## config.mk

```make
export PLATFORM = sky130hd
export DESIGN_NAME = fetch_top
export DESIGN_NICKNAME = d
export VERILOG_FILES = /design/src/hdl/fetch_pkg.sv /design/src/hdl/uart_rx.sv /design/src/hdl/prog_loader.sv /design/src/hdl/imem.sv /design/src/hdl/fetch_csr.sv /design/src/hdl/fetch_stage.sv /design/src/hdl/fetch_top.sv
export VERILOG_INCLUDE_DIRS = /design/src /design/src/hdl
export SDC_FILE = /design/constraint.sdc
export NUM_CORES = 2
export LEC_CHECK = 0
export BUFFER_PORTS_ARGS = -buffer_cell sky130_fd_sc_hd__buf_2
export CAP_MARGIN = 20
export CORE_AREA = 10 10 459 461
export DETAILED_ROUTE_END_ITERATION = 10
export DIE_AREA = 0 0 469 471
export SLEW_MARGIN = 40
export SYNTH_ARGS = -nofsm -noshare
export SYNTH_HDL_FRONTEND = slang
export SYNTH_HIERARCHICAL = 1
export SYNTH_SLANG_ARGS = --single-unit
```

## constraint.sdc

```tcl
create_clock -name bus -period 5.9 [get_ports bus]
set_input_delay 0.295 -clock bus [delete_from_list [all_inputs] [get_ports bus]]
set_output_delay 0.295 -clock bus [all_outputs]
set_load 0.01 [all_outputs]
```

## src/hdl/fetch_consts.svh

```systemverilog
`ifndef FETCH_CONSTS_SVH
`define FETCH_CONSTS_SVH

`default_nettype none

////////////////////////////////
// Datapath widths
////////////////////////////////

// Data and address word width
`define XLEN 32

// Instruction memory depth in words
`define IMEM_WORDS 64
// Word index width for the memory above
`define IMEM_AW 6

////////////////////////////////
// Serial line and loader
////////////////////////////////

// Bus clocks per UART bit period
`define CLKS_PER_BIT 8
// Header tag that starts a valid load
`define LOAD_TAG 8'hA5

// Program counter value after reset or load
`define RESET_PC 32'h0000_0000

`default_nettype wire

`endif

```

## src/hdl/fetch_pkg.sv

```systemverilog
`include "fetch_consts.svh"

`default_nettype none

package fetch_pkg;

  // Redirect requests from later stages
  // Offset is a branch/jal offset or a jalr target
  typedef struct packed {
    logic             trap;
    logic             jalr;
    logic             jal;
    logic             branch;
    logic [`XLEN-1:0] off;
  } redirect_t;

  // Fetch to decode boundary
  typedef struct packed {
    logic [`XLEN-1:0] pc;
    logic [`XLEN-1:0] ins;
    logic             valid;
  } if_id_t;

  // Register block write port
  typedef struct packed {
    logic             stb;
    logic [1:0]       addr;
    logic [`XLEN-1:0] data;
  } csr_wr_t;

  // Register map
  typedef enum logic [1:0] {
    CSR_CTRL   = 2'd0,
    CSR_MTVEC  = 2'd1,
    CSR_STATUS = 2'd2
  } csr_addr_e;

  // Instruction memory write port
  typedef struct packed {
    logic               stb;
    logic [`IMEM_AW-1:0] idx;
    logic [`XLEN-1:0]   data;
  } imem_wr_t;

  // Load header, tag sits in the first received byte
  typedef struct packed {
    logic [15:0] count;
    logic [7:0]  start;
    logic [7:0]  tag;
  } load_hdr_t;

  // One assembled word, header view or raw instruction view
  typedef union packed {
    load_hdr_t        hdr;
    logic [`XLEN-1:0] raw;
  } load_word_u;

endpackage

`default_nettype wire

```

## src/hdl/uart_rx.sv

```systemverilog
`include "fetch_consts.svh"

`default_nettype none

module uart_rx
(
  input  logic       bus,
  input  logic       rst,
  input  logic       rx,
  output logic [7:0] rx_byte,
  output logic       rx_stb
);

  // Bit timer sized from the bit period
  localparam int CW = $clog2(`CLKS_PER_BIT);
  localparam logic [CW-1:0] HALF_BIT = CW'(`CLKS_PER_BIT / 2 - 1);
  localparam logic [CW-1:0] FULL_BIT = CW'(`CLKS_PER_BIT - 1);

  // FSM states
  localparam logic [1:0] RX_IDLE  = 2'd0;
  localparam logic [1:0] RX_START = 2'd1;
  localparam logic [1:0] RX_DATA  = 2'd2;
  localparam logic [1:0] RX_STOP  = 2'd3;

  logic [1:0]    state;
  logic [CW-1:0] cnt;
  logic [2:0]    bit_cnt;
  logic [7:0]    shreg;
  logic          rx_meta;
  logic          rx_sync;
  logic          rx_prev;
  logic          fall;
  logic          bit_tick;

  // Start bit edge on the synchronized line
  assign fall     = rx_prev & ~rx_sync;
  assign bit_tick = (cnt == FULL_BIT);
  assign rx_byte  = shreg;

  always_ff @(posedge bus)
  begin
    if (rst)
    begin
      state   <= RX_IDLE;
      cnt     <= '0;
      bit_cnt <= '0;
      rx_stb  <= 1'b0;
      // Line idles high
      rx_meta <= 1'b1;
      rx_sync <= 1'b1;
      rx_prev <= 1'b1;
    end
    else
    begin
      rx_meta <= rx;
      rx_sync <= rx_meta;
      rx_prev <= rx_sync;
      rx_stb  <= 1'b0;
      cnt     <= cnt + 1'b1;
      case (state)
        RX_IDLE:
        begin
          cnt <= '0;
          if (fall)
            state <= RX_START;
        end
        RX_START:
        begin
          // Recheck mid start bit, a glitch returns to idle
          if (cnt == HALF_BIT)
          begin
            cnt   <= '0;
            state <= rx_sync ? RX_IDLE : RX_DATA;
          end
        end
        RX_DATA:
        begin
          // Now aligned to mid bit
          if (bit_tick)
          begin
            bit_cnt <= bit_cnt + 1'b1;
            if (bit_cnt == 3'd7)
              state <= RX_STOP;
          end
        end
        default:
        begin
          // Framing error drops the byte
          if (bit_tick)
          begin
            rx_stb <= rx_sync;
            state  <= RX_IDLE;
          end
        end
      endcase
    end
  end

  // LSB first shift at each data bit center
  always_ff @(posedge bus)
  begin
    if (state == RX_DATA && bit_tick)
      shreg <= {rx_sync, shreg[7:1]};
  end

endmodule

`default_nettype wire

```

## src/hdl/prog_loader.sv

```systemverilog
`include "fetch_consts.svh"

`default_nettype none

module prog_loader
(
  input  logic                  bus,
  input  logic                  rst,
  input  logic [7:0]            rx_byte,
  input  logic                  rx_stb,
  output fetch_pkg::imem_wr_t   imem_wr,
  output logic                  loading,
  output logic                  load_done
);

  fetch_pkg::load_word_u word_q;
  fetch_pkg::load_word_u word_nx;
  logic [1:0]            byte_cnt;
  logic                  word_stb;
  logic [`IMEM_AW-1:0]   idx;
  logic [15:0]           remain;
  logic                  wr_stb;
  logic [`IMEM_AW-1:0]   wr_idx;
  logic [`XLEN-1:0]      wr_data;

  // Little endian, newest byte enters at the top
  assign word_nx.raw = {rx_byte, word_q.raw[`XLEN-1:8]};
  assign word_stb    = rx_stb && (byte_cnt == 2'd3);

  assign imem_wr.stb  = wr_stb;
  assign imem_wr.idx  = wr_idx;
  assign imem_wr.data = wr_data;

  always_ff @(posedge bus)
  begin
    if (rx_stb)
      word_q <= word_nx;
  end

  ////////////////////////////////
  // Header and data FSM
  ////////////////////////////////

  always_ff @(posedge bus)
  begin
    if (rst)
    begin
      byte_cnt  <= '0;
      loading   <= 1'b0;
      load_done <= 1'b0;
      wr_stb    <= 1'b0;
    end
    else
    begin
      load_done <= 1'b0;
      wr_stb    <= 1'b0;
      if (rx_stb)
        byte_cnt <= byte_cnt + 1'b1;
      if (word_stb && !loading)
      begin
        // Wrong tag leaves us waiting for the next header
        if (word_nx.hdr.tag == `LOAD_TAG)
        begin
          loading   <= (word_nx.hdr.count != 16'd0);
          load_done <= (word_nx.hdr.count == 16'd0);
          idx       <= word_nx.hdr.start[`IMEM_AW-1:0];
          remain    <= word_nx.hdr.count;
        end
      end
      else if (word_stb)
      begin
        wr_stb  <= 1'b1;
        wr_idx  <= idx;
        wr_data <= word_nx.raw;
        idx     <= idx + 1'b1;
        remain  <= remain - 1'b1;
        // Last word ends the load with the done pulse
        if (remain == 16'd1)
        begin
          loading   <= 1'b0;
          load_done <= 1'b1;
        end
      end
    end
  end

endmodule

`default_nettype wire

```

## src/hdl/imem.sv

```systemverilog
`include "fetch_consts.svh"

`default_nettype none

module imem
(
  input  logic                 bus,
  input  fetch_pkg::imem_wr_t  wr,
  input  logic                 rd_en,
  input  logic [`IMEM_AW-1:0]  rd_idx,
  output logic [`XLEN-1:0]     rd_data
);

  // Word array, contents come only from the loader
  logic [`XLEN-1:0] mem [`IMEM_WORDS];

  // Single write port
  always_ff @(posedge bus)
  begin
    if (wr.stb)
      mem[wr.idx] <= wr.data;
  end

  // Registered read, holds while rd_en is low
  // Same index read and write returns old data
  always_ff @(posedge bus)
  begin
    if (rd_en)
      rd_data <= mem[rd_idx];
  end

endmodule

`default_nettype wire

```

## src/hdl/fetch_csr.sv

```systemverilog
`include "fetch_consts.svh"

`default_nettype none

module fetch_csr
(
  input  logic                bus,
  input  logic                rst,
  input  fetch_pkg::csr_wr_t  wr,
  input  logic                load_done,
  output logic                run,
  output logic                halt,
  output logic [`XLEN-1:0]    mtvec,
  output logic [`XLEN-1:0]    status
);

  logic       loaded;
  logic [7:0] load_cnt;

  // Status layout
  // Bit 0 loaded flag, bits 15:8 completed loads
  assign status = {16'd0, load_cnt, 7'd0, loaded};

  always_ff @(posedge bus)
  begin
    if (rst)
    begin
      run      <= 1'b0;
      halt     <= 1'b0;
      mtvec    <= '0;
      loaded   <= 1'b0;
      load_cnt <= '0;
    end
    else
    begin
      if (wr.stb)
      begin
        case (fetch_pkg::csr_addr_e'(wr.addr))
          fetch_pkg::CSR_CTRL:
          begin
            run  <= wr.data[0];
            halt <= wr.data[1];
          end
          // Vector stays word aligned
          fetch_pkg::CSR_MTVEC:  mtvec  <= {wr.data[`XLEN-1:2], 2'b00};
          fetch_pkg::CSR_STATUS: loaded <= 1'b0;
          default:               ;
        endcase
      end
      // A finishing load wins over a clearing write
      if (load_done)
      begin
        loaded   <= 1'b1;
        load_cnt <= load_cnt + 1'b1;
      end
    end
  end

endmodule

`default_nettype wire

```

## src/hdl/fetch_stage.sv

```systemverilog
`include "fetch_consts.svh"

`default_nettype none

module fetch_stage
(
  input  logic                 bus,
  input  logic                 rst,
  input  fetch_pkg::redirect_t redir,
  input  logic                 run,
  input  logic                 halt,
  input  logic                 mem_hold,
  input  logic                 loading,
  input  logic [`XLEN-1:0]     mtvec,
  output logic                 rd_en,
  output logic [`IMEM_AW-1:0]  rd_idx,
  input  logic [`XLEN-1:0]     rd_data,
  output fetch_pkg::if_id_t    if_id
);

  logic             en;
  logic [`XLEN-1:0] pc_q;
  logic [`XLEN-1:0] next_pc;
  logic [`XLEN-1:0] bnd_pc;
  logic             bnd_valid;

  ////////////////////////////////
  // Enable and next address
  ////////////////////////////////

  // Any stall source freezes the pc
  assign en = run & ~halt & ~mem_hold & ~loading;

  // Trap first, then jalr, then pc relative, then sequential
  // Relative jumps are based on the boundary pc
  always_comb
  begin
    if (redir.trap)
      next_pc = mtvec;
    else if (redir.jalr)
      next_pc = redir.off;
    else if (redir.jal || redir.branch)
      next_pc = bnd_pc + redir.off;
    else
      next_pc = pc_q + `XLEN'd4;
  end

  // Current pc is read in the same cycle it advances
  assign rd_en  = en;
  assign rd_idx = pc_q[`IMEM_AW+1:2];

  always_ff @(posedge bus)
  begin
    // Loading pins fetch at the reset address
    if (rst || loading)
      pc_q <= `RESET_PC;
    else if (en)
      pc_q <= next_pc;
  end

  ////////////////////////////////
  // Decode boundary
  ////////////////////////////////

  always_ff @(posedge bus)
  begin
    if (rst)
      bnd_valid <= 1'b0;
    else
      bnd_valid <= en;
  end

  // Pc of the word now leaving memory
  always_ff @(posedge bus)
  begin
    if (en)
      bnd_pc <= pc_q;
  end

  assign if_id.pc    = bnd_pc;
  assign if_id.valid = bnd_valid;
  // Instruction forced to zero during reset
  assign if_id.ins   = rst ? '0 : rd_data;

endmodule

`default_nettype wire

```

## src/hdl/fetch_top.sv

```systemverilog
`include "fetch_consts.svh"

`default_nettype none

module fetch_top
(
  input  logic                 bus,
  input  logic                 rst,
  input  logic                 rx,
  input  fetch_pkg::csr_wr_t   csr_wr,
  input  fetch_pkg::redirect_t redir,
  input  logic                 mem_hold,
  output fetch_pkg::if_id_t    if_id,
  output logic [`XLEN-1:0]     status
);

  logic [7:0]          rx_byte;
  logic                rx_stb;
  fetch_pkg::imem_wr_t imem_wr;
  logic                loading;
  logic                load_done;
  logic                run;
  logic                halt;
  logic [`XLEN-1:0]    mtvec;
  logic                rd_en;
  logic [`IMEM_AW-1:0] rd_idx;
  logic [`XLEN-1:0]    rd_data;

  // Serial load path
  uart_rx u_rx (.bus, .rst, .rx, .rx_byte, .rx_stb);

  prog_loader u_loader (.bus, .rst, .rx_byte, .rx_stb, .imem_wr, .loading, .load_done);

  // Memory shared by loader writes and fetch reads
  imem u_imem (.bus, .wr(imem_wr), .rd_en, .rd_idx, .rd_data);

  // Run control and trap vector
  fetch_csr u_csr (.bus, .rst, .wr(csr_wr), .load_done, .run, .halt, .mtvec, .status);

  fetch_stage u_fetch
  (
    .bus,
    .rst,
    .redir,
    .run,
    .halt,
    .mem_hold,
    .loading,
    .mtvec,
    .rd_en,
    .rd_idx,
    .rd_data,
    .if_id
  );

endmodule

`default_nettype wire

```

==> run metrics <==
share of the synthesized area in the top cell type=between 70% and 80%; multi-input logic area=0.0215 sq mm; crit path DAT=4.17 ns; Max Freq=277 MHz; post-placement cell count=7247; Required @ worst endpoint=~6.5 ns; die span in y=471 microns; Final GP Congestion=0.847; synth top area cells=edfxtp_1 (73%), mux4_2 (14%), dfxtp_1 (2.0%); dominant synthesized flop cell=edfxtp_1; Iter 0 DRT Violations=5550; setup tns final=0 ns; CTS Buf Count=~230; RSZ-0062 raised after global routing=false; Mapped Area=between 0.09 and 0.1 sq mm; via count=46500; vias per cell=5.99; Sink Count=2295; R2R setup slack=2.30 ns; count of final hold-check violations=0; Worst IR Drop VDD=between 0.3 and 0.4 mV; Setup Crit Path Kind=reg -> reg; Nets=between 5000 and 6000; Seq. cell area=0.0680 sq mm; Critical Path Start Type=flop; switching share of power=20.3%; largest net degree at the start of global routing=100; worst reg-to-reg path cell count=6; Setup crit end kind=flop; clock skew=0.0390 ns; Pwr Density=316 mW/mm^2; Pleak=31.9 nW; port buffer count=148; core area=between 0.2 and 0.25 sq mm; area grow syn2layout=14.9%; final setup violation count=0; final routed DRC violation total=0; max_slew headroom=35.6%; Layout Cells excl Fill=7759; TritonCTS clock tree=built; Pins Over Slew Limit=0; Yosys reg bits=2295; Hold Path End=u_fetch/pc_q[19]$_SDFFE_PP0P_; Initial Util=roughly 45%; worst skew pair latency=0.87 ns; clock root buffer=clkbuf_16; Net Switching=0.00664 W; min Tclk post-route=roughly 3.6 ns; Min-Delay Path Class=in -> reg; Least-Margin Pin Slew=between 0.9 and 1 ns; status=completed; first-pass GRT wire length=344 mm; Syn Inst Count=4500; # IOs=172; Post-DP Area=0.0954 sq mm; FILL cells=15700; power share of the combinational group=under 10%; fin crit share=61.1%; r2r endpoint=u_imem/rd_data[3]$_DFFE_PP_; H-Tree Depth=4; overall power=between 0.03 and 0.04 W; hold_ws=between 0.04 and 0.05 ns; Ys Warns=6; worst setup path start=u_fetch/pc_q[3]$_SDFFE_PP0P_; CTS Buffer Depth=3; CP Max Fanout=36; first drt pass iteration count=5; sequential fraction of the synthesis area=75.3%; Seq pwr share=53.8%; Hold Crit Depth=4; vias in the first global route=46400; Post-Syn Area per Cell=20.1 sq um; Internal=0.0261 W; reg2reg start=u_fetch/pc_q[3]$_SDFFE_PP0P_; Worst Min Path Start=rst; Design Area, Final=0.104 sq mm; Final ANT Viol Nets=0; asr flop ratio synth=0%; detailed-placement wirelength estimate=142 mm; number of synthesized flops with an enable pin=between 2000 and 2500; drt total wl=240 mm; Die Area=0.221 sq mm; num rows=~170; total track usage=between 20 and 25%; Distinct cells, synth=101; drt wl/cell=about 31 microns; cell accounting for the most synthesized area=edfxtp_1; clock transition at the registers of the reported paths=0.06 ns; Die Span X=469 microns; grt ovf=0; maxcap violations=0; share of layout cells above drive strength 1=a little over a quarter; clock power share=a little over two fifths; initial antenna violation count=13
==> area by class of cell <==
type,count,share of cell area (%)
multi-input combinational,1926,20.7
sequential,2295,65.6
inverter,32,0.119
timing repair buffer,399,3.18
antenna,4,0.00965
clock buffer,283,5.81
clock inverter,148,1.37
tap,2672,3.22
==> kinds of logic after synthesis <==
group           synth area share, %
compound gates                 3.61
fa+ha+maj                     0.660
other cells                 0.00415
simple gates                   3.38
mux                            14.7
flops                          75.3
xor+xnor                      0.669
buf+inv                        1.66
==> sequential cells by signal (all words and copies together) (netlist names), 2 cells and up <==
register / flops
u_imem/mem: 2048
u_rx/rx_byte: 8
u_rx/state: 2
u_loader/remain: 16
u_loader/idx: 6
u_rx/bit_cnt: 3
u_fetch/pc_q: 32
u_csr/load_cnt: 8
u_rx/cnt: 3
u_loader/byte_cnt: 2
u_loader/wr_data: 32
u_loader/wr_idx: 6
u_loader/word_q: 24
u_imem/rd_data: 32
u_fetch/bnd_pc: 32
u_csr/mtvec: 30
==> critical path: stages, from the launching register on <==
cell and delay, ns:
dfxtp_4 0.79, buf_4 0.62, mux4_2 0.60, o221ai_1 0.22, a21oi_1 0.08, a21oi_1 0.74
nor2_1 0.15
==> cell usage after synthesis, types with 38 or more instances <==
library cell / instances
a21oi_1: 185
buf_2: 65
buf_4: 60
clkbuf_1: 113
dfxtp_1: 91
edfxtp_1: 2204
ha_1: 46
mux2i_1: 102
mux4_2: 544
nand2_1: 175
nor2_1: 229
nor2b_1: 50
o21ai_0: 55
o22ai_1: 93
xnor2_1: 38
==> cell usage in the layout, fill, tap and decap left out, types with 93 or more instances in the layout <==
| cell type | Yosys | routed |
|---|---|---|
| nand2_1 | 175 | 174 |
| buf_2 | 65 | 147 |
| a21oi_1 | 185 | 182 |
| buf_4 | 60 | 138 |
| mux2i_1 | 102 | 102 |
| mux4_2 | 544 | 544 |
| nor2_1 | 229 | 165 |
| o22ai_1 | 93 | 93 |
| clkbuf_16 | 0 | 232 |
| edfxtp_1 | 2204 | 2204 |
==> metal layers <==
metal	routed length, microns	vias to the layer above	part of all wire (%)	global-route usage [%]
met5	29	-	0.012	0
met4	5170	4	2.2	5.00
met3	20300	326	8.5	4.19
met2	117000	2040	49	34.7
met1	97800	24800	41	30.1
li1	-	19300	-	-
==> power groups by stage <==
stage                     Sequential (W)  Clock, W  Combinational, W
final                             0.0176    0.0144          0.000695
after global routing              0.0176    0.0153          0.000748
after CTS                         0.0176    0.0147          0.000690
after detailed placement          0.0180         0          0.000651
after global placement            0.0180         0          0.000643
after floorplan                   0.0180         0          0.000447
==> worst max-delay path by stage <==
stage,slack [ns],end
floorplan,1.60,u_loader/wr_data[0]$_DFFE_PP_
global placement,2.02,u_imem/rd_data[7]$_DFFE_PP_
detailed placement,2.15,u_imem/rd_data[23]$_DFFE_PP_
CTS,2.11,u_imem/rd_data[23]$_DFFE_PP_
global route,2.21,u_imem/rd_data[1]$_DFFE_PP_
finish,2.30,u_imem/rd_data[3]$_DFFE_PP_
==> metrics by stage <==
| step | worst slack (ns) | util, % |
|---|---|---|
| floorplan | 1.60 | - |
| global placement | 2.02 | 47.2 |
| detailed placement | 2.15 | 47.4 |
| CTS | 2.11 | 51.4 |
| global route | 2.21 | 51.5 |
| finish | 2.30 | 51.5 |
==> what timing repair did <==
item | in CTS | in global routing
gates resized for setup | 0 | 0
endpoints found under the hold margin | 63 | 0
hold buffers | 70 | 0
setup buffers | 0 | 0
Power figures use the tool's default switching activity.
